File: config.mk
export PLATFORM = sky130hd
export DESIGN_NAME = op_lane
export DESIGN_NICKNAME = d
export VERILOG_FILES = /design/src/source/mem_pkg.sv /design/src/source/op_lane.sv
export SDC_FILE = /design/constraint.sdc
export NUM_CORES = 1
export LEC_CHECK = 0
export BUFFER_PORTS_ARGS = -buffer_cell sky130_fd_sc_hd__buf_4
export CORE_AREA = 5 5 110 112
export DETAILED_ROUTE_END_ITERATION = 16
export DIE_AREA = 0 0 115 117
export GPL_ROUTABILITY_DRIVEN = 1
export GPL_TIMING_DRIVEN = 0
export PLACE_DENSITY_LB_ADDON = 0.3
export SLEW_MARGIN = 20
export SYNTH_ARGS = -nofsm -noshare
export SYNTH_HDL_FRONTEND = slang
export SYNTH_SLANG_ARGS = --single-unit
export TNS_END_PERCENT = 5
File: constraint.sdc
create_clock -name vclk -period 1.9
set_input_delay 0.38 -clock vclk [all_inputs]
set_output_delay 0.38 -clock vclk [all_outputs]
set_load 0.01 [all_outputs]
File: src/source/mem_pkg.sv
`default_nettype none

package mem_pkg;

    // ########################################################################
    // widths and depths.
    // ########################################################################

    // one 32-bit word for both addresses and data.
    localparam int ADDR_W = 32;
    localparam int DATA_W = 32;

    // operand slots handed to execute.
    localparam int NUM_OPS = 4;

    // scratch memory geometry.
    localparam int MEM_DEPTH = 64;
    // word index sits in address bits 7:2.
    localparam int MEM_IDX_W = 6;

    // apb byte address; 256 and up is out of range.
    localparam int APB_ADDR_W = 10;

    // string ops step by one word.
    localparam int WORD_BYTES = 4;

    // ########################################################################
    // encodings.
    // ########################################################################

    // operand source select, one per lane.
    typedef enum logic [2:0] {
        SRC_REG1 = 3'd0,
        SRC_REG2 = 3'd1,
        SRC_REG3 = 3'd2,
        SRC_REG4 = 3'd3,
        SRC_MEM1 = 3'd4,
        SRC_MEM2 = 3'd5,
        SRC_IMM  = 3'd6,
        SRC_EIP  = 3'd7
    } op_src_e;

    // address generator stepping state.
    typedef enum logic [0:0] {
        AG_IDLE = 1'b0,
        AG_REP  = 1'b1
    } agen_state_e;

endpackage

`default_nettype wire

File: src/source/op_lane.sv
`timescale 1ns/1ps
`default_nettype none

module op_lane (
    input  mem_pkg::op_src_e             sel_i,
    input  logic [4*mem_pkg::DATA_W-1:0] regs_i,
    input  logic [mem_pkg::DATA_W-1:0]   mem1_i,
    input  logic [mem_pkg::DATA_W-1:0]   mem2_i,
    input  logic [mem_pkg::DATA_W-1:0]   imm_i,
    input  logic [mem_pkg::DATA_W-1:0]   eip_i,
    output logic [mem_pkg::DATA_W-1:0]   op_o
);
    import mem_pkg::*;

    logic [DATA_W-1:0] reg1;
    logic [DATA_W-1:0] reg2;
    logic [DATA_W-1:0] reg3;
    logic [DATA_W-1:0] reg4;

    // reg1 is the lowest word.
    assign reg1 = regs_i[0*DATA_W +: DATA_W];
    assign reg2 = regs_i[1*DATA_W +: DATA_W];
    assign reg3 = regs_i[2*DATA_W +: DATA_W];
    assign reg4 = regs_i[3*DATA_W +: DATA_W];

    always_comb begin
        unique case (sel_i)
            SRC_REG1: begin
                op_o = reg1;
            end
            SRC_REG2: begin
                op_o = reg2;
            end
            SRC_REG3: begin
                op_o = reg3;
            end
            SRC_REG4: begin
                op_o = reg4;
            end
            SRC_MEM1: begin
                op_o = mem1_i;
            end
            SRC_MEM2: begin
                op_o = mem2_i;
            end
            SRC_IMM: begin
                op_o = imm_i;
            end
            default: begin
                op_o = eip_i;
            end
        endcase
    end

endmodule

`default_nettype wire

==> results.json <==
{
  "syn_area_sq_um": 1940,
  "dp_hpwl_microns": 12200,
  "violations": "setup timing",
  "antenna_cells": 0,
  "maxCapViolCount": 0,
  "crit_fanout": 10,
  "status": "complete, but fails checks",
  "viasPerCell": 5.21,
  "required_ns": 1.52,
  "io_buffers": 290,
  "min_period_ns": 2.01,
  "drive_above_1_share": 0.655,
  "yosysSeqAreaShare": 0,
  "wl_per_cell_microns": 20.9,
  "cpPeakStageDelay_ns": 0.31,
  "met2_length_microns": 7910,
  "seq_cell_count": 0,
  "whs_ns": 1.07,
  "whs_path_depth": 3,
  "crit_chain": "buf_12 -> and2_4 -> buf_12 -> buf_12 -> a221oi_2 -> a21oi_2 -> o22a_1 -> buf_4",
  "worstMarginPinSlew_ns": 0.561,
  "finalCritPeriodShare": 1.06,
  "first_global_vias": 3984,
  "grt_usage": 0.201,
  "nClkBuffers": 0,
  "die_h_microns": 117,
  "finalMaxSlewViolations": 0,
  "area_growth_pct": 150,
  "cts_hold_buf": 0,
  "cp-start-kind": "primary input",
  "ant_nets": 0,
  "drc": 0,
  "power_w": 0.00125,
  "rsz0062_at_grt": "yes",
  "m1WireLength_microns": 6010,
  "path_common_cell": "buf_12",
  "seqCellArea_sq_um": 0,
  "place_ws_ns": -0.408,
  "gp_congestion": 0.897,
  "hold-path-endpoint": "op_o[28]",
  "dr_total_vias": 3846,
  "avgSynthCellArea_sq_um": 6.59,
  "end_kind": "primary output",
  "nets": 856,
  "syn-instance-count": 294,
  "fill_cells": 1165,
  "p_leak_nw": 2.25,
  "drt_first_pass_iters": 4,
  "route.met3.wl_microns": 1260,
  "antenna_found_initial": 0,
  "grt_overflow": 0,
  "finalSetupViolations": 24,
  "yosys_warnings": 0,
  "yosys-top-cells-area": "a221oi_1, a21oi_1, o22a_1",
  "drtIter0Drc": 275,
  "fmax_mhz": 498,
  "dr.max_layer_used": "met4",
  "layout_setup_ws_ns": -0.108,
  "final_core_util": 0.436,
  "p_per_area_nw_per_um2": 259,
  "dp_cells": 727,
  "ios": 291,
  "hold_viol_final": 0,
  "instances_no_fill": 738,
  "ys_types": 32,
  "arrival_ns": 1.63,
  "crit_type": "primary input to primary output",
  "rows": 39,
  "hold_path_startpoint": "eip_i[28]",
  "irDropWorstVdd_mv": 0.0998,
  "hp-class": "primary input to primary output",
  "timing.slew.headroom": 0.626,
  "die_area_sq_um": 13500,
  "grt_pass1_wl_microns": 21500,
  "syn_nets": 553,
  "start_util": 0.174,
  "core_area_sq_um": 11100,
  "synth_top_area_share": 0.217,
  "wl_microns": 15400,
  "yosysTopAreaCell": "a221oi_1",
  "die_w_microns": 115,
  "grt_max_degree": 11,
  "cp_slowest_cell": "a221oi_2"
}
## metal layers
layer,track usage,vias up
met5,0,-
met4,0.0321,0
met3,0.0314,20
met2,0.368,193
met1,0.252,1828
li1,-,1805
## worst max-delay path: cells and delay by family
kind	cells	cell delay, ns
and+or+nand+nor	1	0.16
buffers and inverters	4	0.54
AOI/OAI and AO/OA	3	0.54
## power by group
group / leakage [nW] / internal, W / switching [W]
logic: 2.25 / 0.000742 / 0.000511
clock network: 0 / 0 / 0
registers: 0 / 0 / 0
total: 2.25 / 0.000742 / 0.000511
## cell families after synthesis
family,after synthesis,share of synthesized area
mux,15,0.0904
buf+inv,41,0.121
simple gates,66,0.153
compound gates,172,0.635
## placed cells by master, fill, tap and decap left out, types with 8 or more instances in the layout
cell	n
a22oi_1	25
a221oi_2	25
a221oi_1	22
buf_4	299
buf_6	17
o22a_1	25
a21oi_1	47
nand2_1	41
nor2_1	8
## repair_timing
action                     in CTS  in global routing
resized for setup              79                 24
gates cloned                    2                  2
pin swaps                       9                  2
setup endpoints to repair      32                 32
setup buffers                   5                  3
## cells in the mapped netlist
| cell type | n |
|---|---|
| a21oi_1 | 52 |
| a221oi_1 | 48 |
| nand2_1 | 42 |
| a22oi_1 | 25 |
| o22a_1 | 25 |
| buf_2 | 23 |
| o21ai_0 | 11 |
| nor2_1 | 9 |
| clkbuf_1 | 7 |
| mux2i_1 | 7 |
| buf_6 | 6 |
| mux2_2 | 6 |
| a41oi_1 | 5 |
| nand3b_1 | 5 |
| nor2b_1 | 3 |
| o21ai_1 | 3 |
| buf_4 | 2 |
| a211oi_1 | 1 |
| a221oi_2 | 1 |
| and2_1 | 1 |
| and2_4 | 1 |
| buf_1 | 1 |
| inv_1 | 1 |
| inv_2 | 1 |
| mux2_4 | 1 |
| mux4_2 | 1 |
| nand2b_1 | 1 |
| nand3_1 | 1 |
| nor2_2 | 1 |
| nor2_4 | 1 |
| nor3_1 | 1 |
| o22ai_1 | 1 |
## worst max path at each step
stage	from	depth (start not counted)	endpoint
final	sel_i[0]	8	op_o[10]
after global routing	sel_i[1]	7	op_o[6]
after CTS	sel_i[1]	8	op_o[4]
after detailed placement	sel_i[2]	7	op_o[10]
after global placement	sel_i[2]	7	op_o[10]
after floorplan	sel_i[1]	5	op_o[9]
## metrics by stage
stage               setup TNS [ns]  instance area [sq um]
floorplan                        0                   1940
finish                       -1.15                   4850
global route                 -3.09                   4850
CTS                          -1.17                   4700
global placement             -9.73                   4290
detailed placement          -10.21                   4290
## final cells by class
cell class,instances,area [sq um],area share
Buffer,38,343,0.0707
Inverter,2,7.51,0.00155
Multi-Input combinational cell,253,1960,0.405
Tap cell,143,179,0.0369
Timing Repair Buffer,302,2360,0.486
Power figures use the tool's default switching activity.
