## src/source/mem_pkg.sv

```systemverilog
`default_nettype none

package mem_pkg;

    // ########################################################################
    // widths and depths.
    // ########################################################################

    // one 32-bit word for both addresses and data.
    localparam int ADDR_W = 32;
    localparam int DATA_W = 32;

    // operand slots handed to execute.
    localparam int NUM_OPS = 4;

    // scratch memory geometry.
    localparam int MEM_DEPTH = 64;
    // word index sits in address bits 7:2.
    localparam int MEM_IDX_W = 6;

    // apb byte address; 256 and up is out of range.
    localparam int APB_ADDR_W = 10;

    // string ops step by one word.
    localparam int WORD_BYTES = 4;

    // ########################################################################
    // encodings.
    // ########################################################################

    // operand source select, one per lane.
    typedef enum logic [2:0] {
        SRC_REG1 = 3'd0,
        SRC_REG2 = 3'd1,
        SRC_REG3 = 3'd2,
        SRC_REG4 = 3'd3,
        SRC_MEM1 = 3'd4,
        SRC_MEM2 = 3'd5,
        SRC_IMM  = 3'd6,
        SRC_EIP  = 3'd7
    } op_src_e;

    // address generator stepping state.
    typedef enum logic [0:0] {
        AG_IDLE = 1'b0,
        AG_REP  = 1'b1
    } agen_state_e;

endpackage

`default_nettype wire

```

## src/source/mem_latch.sv

```systemverilog
`timescale 1ns/1ps
`default_nettype none

module mem_latch (
    input  logic                                     clk,
    input  logic                                     rst_n_i,
    input  logic                                     beat_i,
    input  logic [mem_pkg::NUM_OPS*mem_pkg::DATA_W-1:0] ops_i,
    input  logic [mem_pkg::ADDR_W-1:0]               addr1_i,
    input  logic [mem_pkg::ADDR_W-1:0]               addr2_i,
    input  logic                                     ready_i,
    output logic                                     hold_o,
    output logic                                     valid_o,
    output logic [mem_pkg::NUM_OPS*mem_pkg::DATA_W-1:0] ops_o,
    output logic [mem_pkg::ADDR_W-1:0]               addr1_o,
    output logic [mem_pkg::ADDR_W-1:0]               addr2_o
);
    import mem_pkg::*;

    logic                      valid_q;
    logic [NUM_OPS*DATA_W-1:0] ops_q;
    logic [ADDR_W-1:0]         addr1_q;
    logic [ADDR_W-1:0]         addr2_q;
    logic                      load;

    // a held beat that is not being taken blocks the next one.
    assign hold_o = valid_q && !ready_i;

    // loads when empty or draining this cycle.
    assign load = beat_i && !hold_o;

    always_ff @(posedge clk) begin
        if (!rst_n_i) begin
            valid_q <= 1'b0;
        end else if (load) begin
            valid_q <= 1'b1;
        end else if (ready_i) begin
            valid_q <= 1'b0;
        end
    end

    always_ff @(posedge clk) begin
        if (load) begin
            ops_q   <= ops_i;
            addr1_q <= addr1_i;
            addr2_q <= addr2_i;
        end
    end

    assign valid_o = valid_q;
    assign ops_o   = ops_q;
    assign addr1_o = addr1_q;
    assign addr2_o = addr2_q;

endmodule

`default_nettype wire

```

## config.mk

```make
export PLATFORM = sky130hd
export DESIGN_NAME = mem_latch
export DESIGN_NICKNAME = d
export VERILOG_FILES = /design/src/source/mem_pkg.sv /design/src/source/mem_latch.sv
export SDC_FILE = /design/constraint.sdc
export NUM_CORES = 1
export LEC_CHECK = 0
export ABC_AREA = 0
export BUFFER_PORTS_ARGS = -buffer_cell sky130_fd_sc_hd__buf_2
export CAP_MARGIN = 20
export CORE_AREA = 2 2 151 153
export CTS_CLUSTER_DIAMETER = 100
export DETAILED_ROUTE_END_ITERATION = 12
export DIE_AREA = 0 0 153 155
export PLACE_DENSITY = 0.64
export SLEW_MARGIN = 20
export SYNTH_ARGS = -nofsm -noshare
export SYNTH_HDL_FRONTEND = slang
export SYNTH_SLANG_ARGS = --single-unit
export TNS_END_PERCENT = 100
```

## constraint.sdc

```tcl
create_clock -name clk -period 21.9 [get_ports clk]
set_clock_uncertainty 0.15 [all_clocks]
set_input_delay 4.38 -clock clk [delete_from_list [all_inputs] [get_ports clk]]
set_output_delay 4.38 -clock clk [all_outputs]
set_load 0.02 [all_outputs]
```

==> flow_summary.json <==
{
  "postCtsHoldBufs": 0,
  "critPathMaxFanout": 3,
  "rsz0062_at_grt": "no",
  "p_clk_share_pct": 36.7,
  "htree_levels": 4,
  "crit_end": "hold_o",
  "path_clk_slew_ps": 70,
  "num_rows": 55,
  "swShare_pct": 24.6,
  "cpPeakStageDelay_ps": 180,
  "grt_pass1_vias": 3508,
  "track_usage_pct": 11.4,
  "r2r-start": "valid_o$_SDFFE_PN0P_",
  "yosys.area.top_type_share_pct": 99.2,
  "hold_viol_final": 0,
  "drt_iter0_drc": 185,
  "setup_tns_ps": 0,
  "synth_compound_area_share_pct": 0.129,
  "path_depth": 3,
  "root_buffer": "clkbuf_16",
  "via_count": 3469,
  "mostFrequentLayoutCell": "buf_2",
  "clock_sinks": 193,
  "ys_ff_latch": 193,
  "synth_top_family_by_area": "simple AND/OR/NAND/NOR gates",
  "syn_nets": 392,
  "period_needed_ps": 9340,
  "initial_utilization_pct": 26.2,
  "power_density_mw_per_mm2": 92.8,
  "slowest_stage": "buf_2",
  "placement.io_buffers": 389,
  "power.switching_uw": 199,
  "dp_cells": 871,
  "clk_latency_ps": 420,
  "cts_resized": 0,
  "wl_mm": 14.5,
  "path_cells": "buf_2 -> nor2b_4 -> buf_2",
  "fin_crit_sh_pct": 42.7,
  "setup.worst_path.end_class": "primary output",
  "layout_common_cells": "389 x buf_2, 192 x edfxtp_1, 17 x clkbuf_16",
  "synthTopCellsByArea": "edfxtp_1 99%, dfxtp_1 0.34%, nor2b_4 0.24%",
  "synth_cell_types": 5,
  "synth_fa_ha_area_share_pct": 0,
  "syn-cell-area_sq_mm": 0.00581,
  "cts_tree": "done",
  "cp_top_family": "buffers and inverters",
  "cp_data_arrival_time_ps": 4810,
  "p_leak_uw": 0.00370,
  "r2r_cells": 3,
  "relSlewSlack_pct": 30.8,
  "required_ps": 17370,
  "min_from": "valid_o$_SDFFE_PN0P_",
  "worst_hold_slack_ps": 491,
  "cp_common_cell": "buf_2",
  "remaining_drc_errors": 0,
  "p_int_uw": 610,
  "grt_pass1_wl_mm": 20.1,
  "cts_buffers": 17,
  "drive_gt1_share_pct": 68.3,
  "die-area_sq_mm": 0.0237,
  "max_freq_mhz": 107,
  "yosysWarningCount": 0,
  "place_hpwl_mm": 11.0,
  "grt_overflow": 0,
  "setup_viol": 0,
  "synth-simple-area-share_pct": 0.344,
  "post_drt_wl_per_cell_um": 16.1,
  "worst_pin_slew_ps": 1040,
  "drv_slew": 0,
  "synth_seq_area_share_pct": 99.5,
  "via_per_inst": 3.84,
  "seqPwrFrac_pct": 54.0,
  "worstReg2RegEnd": "ops_o[41]$_DFFE_PP_",
  "status": "finished, final reports clean",
  "hold_class": "flop to flop",
  "drv_cap": 0,
  "regToRegSetupSlack_ps": 19920,
  "antenna_found_initial": 0,
  "synth_mux_area_share_pct": 0,
  "p_comb_share_pct": 9.3,
  "die_h_um": 155,
  "n_antenna_cell": 0,
  "drt-pass1-iter-count": 4,
  "stdcell_count": 903,
  "ant_nets": 0,
  "io_pins": 390,
  "gp_congestion": 0.752,
  "synth_area_per_cell_sq_um": 29.7,
  "netlist.top_cell.by_area": "edfxtp_1",
  "cts_max_path_buffers": 2,
  "start_kind": "primary input",
  "postCtsSetupBuffers": 0,
  "ir_worst_vdd_uv": 43.6,
  "area_growth_pct": 50.0,
  "die_w_um": 153,
  "synth_cells": 196,
  "crit_start": "ready_i",
  "final_net_count": 801,
  "core_sq_mm": 0.0222,
  "yosys.area_share.xor_xnor_pct": 0,
  "crit_buf_inv": 2,
  "worstSetupPathType": "primary input to primary output",
  "grt_max_degree": 193,
  "fill_cells": 2102
}
-- Yosys cell counts (all sizes together) --
library cell	number
nor2b	2
dfxtp	1
o21a	1
edfxtp	192
-- area by class of cell --
class / instances / area, sq um / share of cell area (%)
Tap cell: 285 / 357 / 4.09
Clock buffer: 17 / 425 / 4.88
Multi-Input combinational cell: 3 / 35.0 / 0.402
Timing Repair Buffer: 390 / 1970 / 22.6
Sequential cell: 193 / 5790 / 66.4
Clock inverter: 15 / 148 / 1.69
-- kinds of logic (layout without fill, tap and decap cells) --
family                 count (synthesis)  after routing
AND/OR/NAND/NOR                        2              2
buffers and inverters                  0            422
flip-flops                           193            193
AO/OA/AOI/OAI                          1              1
-- how the worst min path moves through the flow --
| stage | to | cells past startpoint |
|---|---|---|
| global route | valid_o$_SDFFE_PN0P_ | 2 |
| detailed placement | valid_o$_SDFFE_PN0P_ | 2 |
| finish | valid_o$_SDFFE_PN0P_ | 2 |
| global placement | valid_o$_SDFFE_PN0P_ | 2 |
| floorplan | valid_o$_SDFFE_PN0P_ | 2 |
| CTS | valid_o$_SDFFE_PN0P_ | 2 |
-- stage by stage --
| step | setup WS (ps) | power [uW] | cell area (sq um) | utilization (%) |
|---|---|---|---|---|
| after floorplan | 8060 | 486 | 5810 | - |
| after global placement | 12560 | 520 | 8140 | 36.6 |
| after detailed placement | 12550 | 522 | 8140 | 36.6 |
| after CTS | 12550 | 822 | 8720 | 39.2 |
| after global routing | 12530 | 839 | 8720 | 39.2 |
| final | 12560 | 809 | 8720 | 39.2 |
-- registers in the layout, summed over array words and instances, names as in the netlist --
| register | count |
|---|---|
| addr1_o | 32 |
| ops_o | 128 |
| valid_o | 1 |
| addr2_o | 32 |
-- metal layers --
layer / vias to the layer above / wire, um / global-route usage [%]
met1: 1648 / 5600 / 12.9
met3: 7 / 1370 / 5.65
li1: 1615 / - / -
met2: 199 / 7400 / 19.4
met4: 0 / 141 / 3.26
met5: - / 0 / 0
-- power groups by stage --
stage | clock [uW] | combinational [uW] | sequential (uW)
2_1_floorplan | 0 | 6.73 | 480
3_3_place_gp | 0 | 75.6 | 445
3_5_place_dp | 0 | 76.6 | 446
4_1_cts | 308 | 76.6 | 437
5_1_grt | 320 | 80.1 | 439
6_report | 297 | 75.1 | 437
-- tightest hold or removal path: cells and delay by family, from the launching register on --
kind / cells / cell delay (ps)
DFF: 1 / 310
AOI/OAI and AO/OA: 1 / 150
and+or+nand+nor: 1 / 130
(Power assumes the default switching activity.)
