$ cat src/source/mem_pkg.sv
`default_nettype none

package mem_pkg;

    // ########################################################################
    // widths and depths.
    // ########################################################################

    // one 32-bit word for both addresses and data.
    localparam int ADDR_W = 32;
    localparam int DATA_W = 32;

    // operand slots handed to execute.
    localparam int NUM_OPS = 4;

    // scratch memory geometry.
    localparam int MEM_DEPTH = 64;
    // word index sits in address bits 7:2.
    localparam int MEM_IDX_W = 6;

    // apb byte address; 256 and up is out of range.
    localparam int APB_ADDR_W = 10;

    // string ops step by one word.
    localparam int WORD_BYTES = 4;

    // ########################################################################
    // encodings.
    // ########################################################################

    // operand source select, one per lane.
    typedef enum logic [2:0] {
        SRC_REG1 = 3'd0,
        SRC_REG2 = 3'd1,
        SRC_REG3 = 3'd2,
        SRC_REG4 = 3'd3,
        SRC_MEM1 = 3'd4,
        SRC_MEM2 = 3'd5,
        SRC_IMM  = 3'd6,
        SRC_EIP  = 3'd7
    } op_src_e;

    // address generator stepping state.
    typedef enum logic [0:0] {
        AG_IDLE = 1'b0,
        AG_REP  = 1'b1
    } agen_state_e;

endpackage

`default_nettype wire

$ cat src/source/mem_agen.sv
`timescale 1ns/1ps
`default_nettype none

module mem_agen (
    input  logic                       clk,
    input  logic                       rst_n_i,
    input  logic                       valid_i,
    input  logic                       is_rep_i,
    input  logic                       dir_i,
    input  logic [mem_pkg::ADDR_W-1:0] rep_cnt_i,
    input  logic [mem_pkg::ADDR_W-1:0] mem_addr1_i,
    input  logic [mem_pkg::ADDR_W-1:0] mem_addr2_i,
    input  logic                       hold_i,
    output logic [mem_pkg::ADDR_W-1:0] addr1_o,
    output logic [mem_pkg::ADDR_W-1:0] addr2_o,
    output logic                       beat_o,
    output logic                       stall_o
);
    import mem_pkg::*;

    agen_state_e       state_q;
    logic [ADDR_W-1:0] cnt_q;
    logic [ADDR_W-1:0] addr1_q;
    logic [ADDR_W-1:0] addr2_q;
    logic              dir_q;
    logic [ADDR_W-1:0] step_in;
    logic [ADDR_W-1:0] step_rep;
    logic              cnt_zero;
    logic              cnt_multi;
    logic              rep_start;
    logic              rep_step;

    assign step_in  = dir_i ? ADDR_W'(-WORD_BYTES) : ADDR_W'(WORD_BYTES);
    assign step_rep = dir_q ? ADDR_W'(-WORD_BYTES) : ADDR_W'(WORD_BYTES);

    assign cnt_zero  = (rep_cnt_i == '0);
    assign cnt_multi = (rep_cnt_i > ADDR_W'(1));

    // first beat of a longer rep goes out while still idle.
    assign rep_start = (state_q == AG_IDLE) && valid_i && is_rep_i && cnt_multi && !hold_i;
    assign rep_step  = (state_q == AG_REP) && !hold_i;

    always_comb begin
        if (state_q == AG_IDLE) begin
            addr1_o = mem_addr1_i;
            addr2_o = mem_addr2_i;
            beat_o  = valid_i && !(is_rep_i && cnt_zero) && !hold_i;
            stall_o = hold_i || (valid_i && is_rep_i && cnt_multi);
        end else begin
            addr1_o = addr1_q;
            addr2_o = addr2_q;
            beat_o  = !hold_i;
            // drops in the cycle that issues the last beat.
            stall_o = hold_i || (cnt_q != ADDR_W'(1));
        end
    end

    always_ff @(posedge clk) begin
        if (!rst_n_i) begin
            state_q <= AG_IDLE;
            cnt_q   <= '0;
        end else if (rep_start) begin
            state_q <= AG_REP;
            cnt_q   <= rep_cnt_i - ADDR_W'(1);
        end else if (rep_step) begin
            cnt_q <= cnt_q - ADDR_W'(1);
            if (cnt_q == ADDR_W'(1)) begin
                state_q <= AG_IDLE;
            end
        end
    end

    // next-beat addresses, advanced once per issued beat.
    always_ff @(posedge clk) begin
        if (rep_start) begin
            addr1_q <= mem_addr1_i + step_in;
            addr2_q <= mem_addr2_i + step_in;
            dir_q   <= dir_i;
        end else if (rep_step) begin
            addr1_q <= addr1_q + step_rep;
            addr2_q <= addr2_q + step_rep;
        end
    end

endmodule

`default_nettype wire

$ cat config.mk
export PLATFORM = sky130hd
export DESIGN_NAME = mem_agen
export DESIGN_NICKNAME = d
export VERILOG_FILES = /design/src/source/mem_pkg.sv /design/src/source/mem_agen.sv
export SDC_FILE = /design/constraint.sdc
export NUM_CORES = 1
export LEC_CHECK = 0
export ABC_AREA = 1
export BUFFER_PORTS_ARGS = -buffer_cell sky130_fd_sc_hd__buf_2
export CORE_ASPECT_RATIO = 1.1
export CORE_MARGIN = 1
export CORE_UTILIZATION = 60
export CTS_CLUSTER_SIZE = 10
export DETAILED_ROUTE_END_ITERATION = 6
export MAX_ROUTING_LAYER = met4
export PLACE_DENSITY = 0.82
export SLEW_MARGIN = 0
export SYNTH_ARGS = -nofsm -noshare
export SYNTH_HDL_FRONTEND = slang
export SYNTH_SLANG_ARGS = --single-unit
$ cat constraint.sdc
create_clock -name clk -period 4.5 [get_ports clk]
set_clock_uncertainty 0.2 [all_clocks]
set_input_delay 0.675 -clock clk [delete_from_list [all_inputs] [get_ports clk]]
set_output_delay 0.675 -clock clk [all_outputs]
set_load 0.02 [all_outputs]
==> qor.yml <==
netlist_area_mm2: 0.01372
initial_core_util: 0.6165
chipHeight_um: 160.6
setup_ws_ns: 1.130
dr.pass1.iters: 6
cts_setup_buffers: 0
wl_um: 47750
max-vdd-ir-drop_uv: 220.9
min_path_type: "reg2reg"
cp.arrival_ns: 3.45
synth.top_cells.by_count: "nand2_1 (840), nor2_1 (321), inv_1 (205)"
synth_top_area_share: 0.2299
rrSetupSlack_ns: 1.27
rsz0062_at_grt: "no"
critPathLaunchType: "primary input"
cts_tree: "built"
yosysMostFrequentCell: "nand2_1"
max_clock_freq_ghz: 0.2967
cts_made_buffers: 9
clk_latency_ns: 0.37
syn_inst: 2347
reg2reg_depth: 14
ioPinCount: 168
reg2reg_from: "dir_q"
cp_data_required_time_ns: 4.58
antenna_found_initial: 1
period_share: 0.7489
reg2reg_to: "addr1_q[28]"
drc: 0
cap_violations: 0
dieArea_mm2: 0.02347
worstMarginPinSlew_ns: 1.103
port_buffers: 167
coreArea_mm2: 0.02225
ctsLongestPathBuffers: 2
finalHoldViolations: 0
path_clk_slew_ns: 0.07
synth.avg_cell_area_um2: 5.844
status: "complete, no violations"
drive_gt1_frac: 0.08517
total_power_mw: 3.583
hpwlAfterDp_um: 38690
yosysWarnings: 0
holdWs_ns: 0.3129
vias: 16530
worstPathMaxFanout: 125
drtAntennaViolNets: 0
dpl_worst_slack_ns: 0.7214
synthArstFlopShare: 0
h-tree-depth: 3
root_buffer: "clkbuf_16"
p_leak_nw: 7.401
clock-sinks: 98
drt_iter0_markers: 1771
synth_seq_cells: 98
synthTopCellsByArea: "nand2_1 (23%), edfxtp_1 (14%), ha_1 (11%)"
fin_util: 0.6801
die_x_um: 146.2
synth.distinct_cells: 42
cts-resized-gates: 0
min-delay-start: "cnt_q[17]"
synth.yosys.seq_area_share: 0.1905
synth_top_cell_by_area: "nand2_1"
fin_nets: 2719
holdPathEnd: "cnt_q[17]"
wl_per_cell_um: 17.07
dp.cells: 2780
critPathKind: "in2reg"
grt_pass1_vias: 15010
grt_max_degree: 126
ys.flop_type: "edfxtp_1"
grt_pass1_wl_um: 75780
finalNonFillerCells: 2798
vias_per_cell: 5.907
synth_fp_nets: 2570
worstSetupEndpointType: "flip-flop"
gr-total-overflow: 0
place_area_mm2: 0.01485
power_density_mw_per_mm2: 236.8
slew_violations: 0
layout_min_cycle_time_ns: 3.370
setup_viol: 0
finalWeightedCongestion: 1.110
holdPathStages: 2
rows: 57
synth_edf_count: 65
area_delta_synth_final_pct: 10.33
relSlewSlack: 0.2637
tns_ns: 0
design_area_mm2: 0.01513
gr-usage-all-layers: 0.4162
holdBufCountCts: 0
## how the worst max path moves through the flow
stage            startpoint          end  slack [ns]  cells after the start
2_1_floorplan         dir_q  addr1_q[28]        0.98                     14
3_3_place_gp   rep_cnt_i[0]    cnt_q[27]        0.88                     14
3_5_place_dp   rep_cnt_i[0]    cnt_q[22]        0.72                     14
4_1_cts        rep_cnt_i[0]    cnt_q[22]        1.11                     14
5_1_grt        rep_cnt_i[1]    cnt_q[20]        0.75                     14
6_report       rep_cnt_i[0]    cnt_q[22]        1.13                     14
## layout make-up
| type | count | area [um2] |
|---|---|---|
| fill | 2172 | 7118 |
| antenna | 2 | 5.005 |
| sequential | 98 | 2614 |
| tap | 295 | 369.1 |
| clock inverter | 7 | 57.56 |
| clock buffer | 9 | 225.2 |
| multi-input combinational | 2000 | 10120 |
| timing repair buffer | 179 | 963.4 |
| inverter | 208 | 780.7 |
## routing by layer
metal,GRT usage,wire length [um],part of all wire
met4,0.1761,2220,0.046
met5,-,0,0
met2,0.6550,21500,0.45
met1,0.5286,19200,0.40
met3,0.06761,4827,0.10
## layout by cell type (no fill, tap or decap), types with 3 or more instances in the layout
| cell | count |
|---|---|
| o21ai_1 | 6 |
| nor3_1 | 38 |
| inv_2 | 4 |
| a31oi_1 | 3 |
| buf_4 | 9 |
| edfxtp_1 | 65 |
| or2_2 | 4 |
| inv_1 | 204 |
| fa_1 | 4 |
| buf_2 | 167 |
| nor2_1 | 321 |
| o21a_1 | 9 |
| xnor2_1 | 41 |
| o21bai_1 | 17 |
| nand4_1 | 45 |
| inv_6 | 3 |
| nor2_2 | 3 |
| ha_1 | 117 |
| xor2_1 | 53 |
| dfxtp_1 | 32 |
| o21ai_0 | 144 |
| nand2_1 | 840 |
| nand3b_1 | 22 |
| a21o_1 | 6 |
| clkbuf_16 | 9 |
| nand3_1 | 159 |
| a21oi_1 | 150 |
| buf_12 | 3 |
## kinds of logic after synthesis
group | Yosys count | synth area share
DFF | 98 | 0.1905
muxes | 2 | 0.001460
xor gates and xnor gates | 94 | 0.06002
buffers and inverters | 249 | 0.07188
and+or+nand+nor | 1444 | 0.4330
adders and majority gates | 121 | 0.1126
AOI/OAI and AO/OA | 339 | 0.1306
## power breakdown
part           switching (mW)  leakage, nW  internal, mW
Sequential             0.0568        0.867          1.05
Combinational            1.13         6.39         0.563
Clock                   0.401        0.143         0.386
## registers in the layout (all words and copies together), names as in the netlist
signal and count:
addr1_q 32, addr2_q 32, cnt_q 32, dir_q 1, state_q 1
## critical path, cell delays in order
cell and delay [ns]:
buf_2 0.12, inv_1 0.12, ha_1 0.25, nand2_2 0.12, nor2_4 0.18, nand2_1 0.11
nand2_1 0.10, nand2_2 0.07, nand3_4 0.08, buf_12 0.40, nand2_4 0.48, inv_2 0.50
nand2_1 0.09, a21oi_1 0.17
Power figures use the tool's default switching activity.
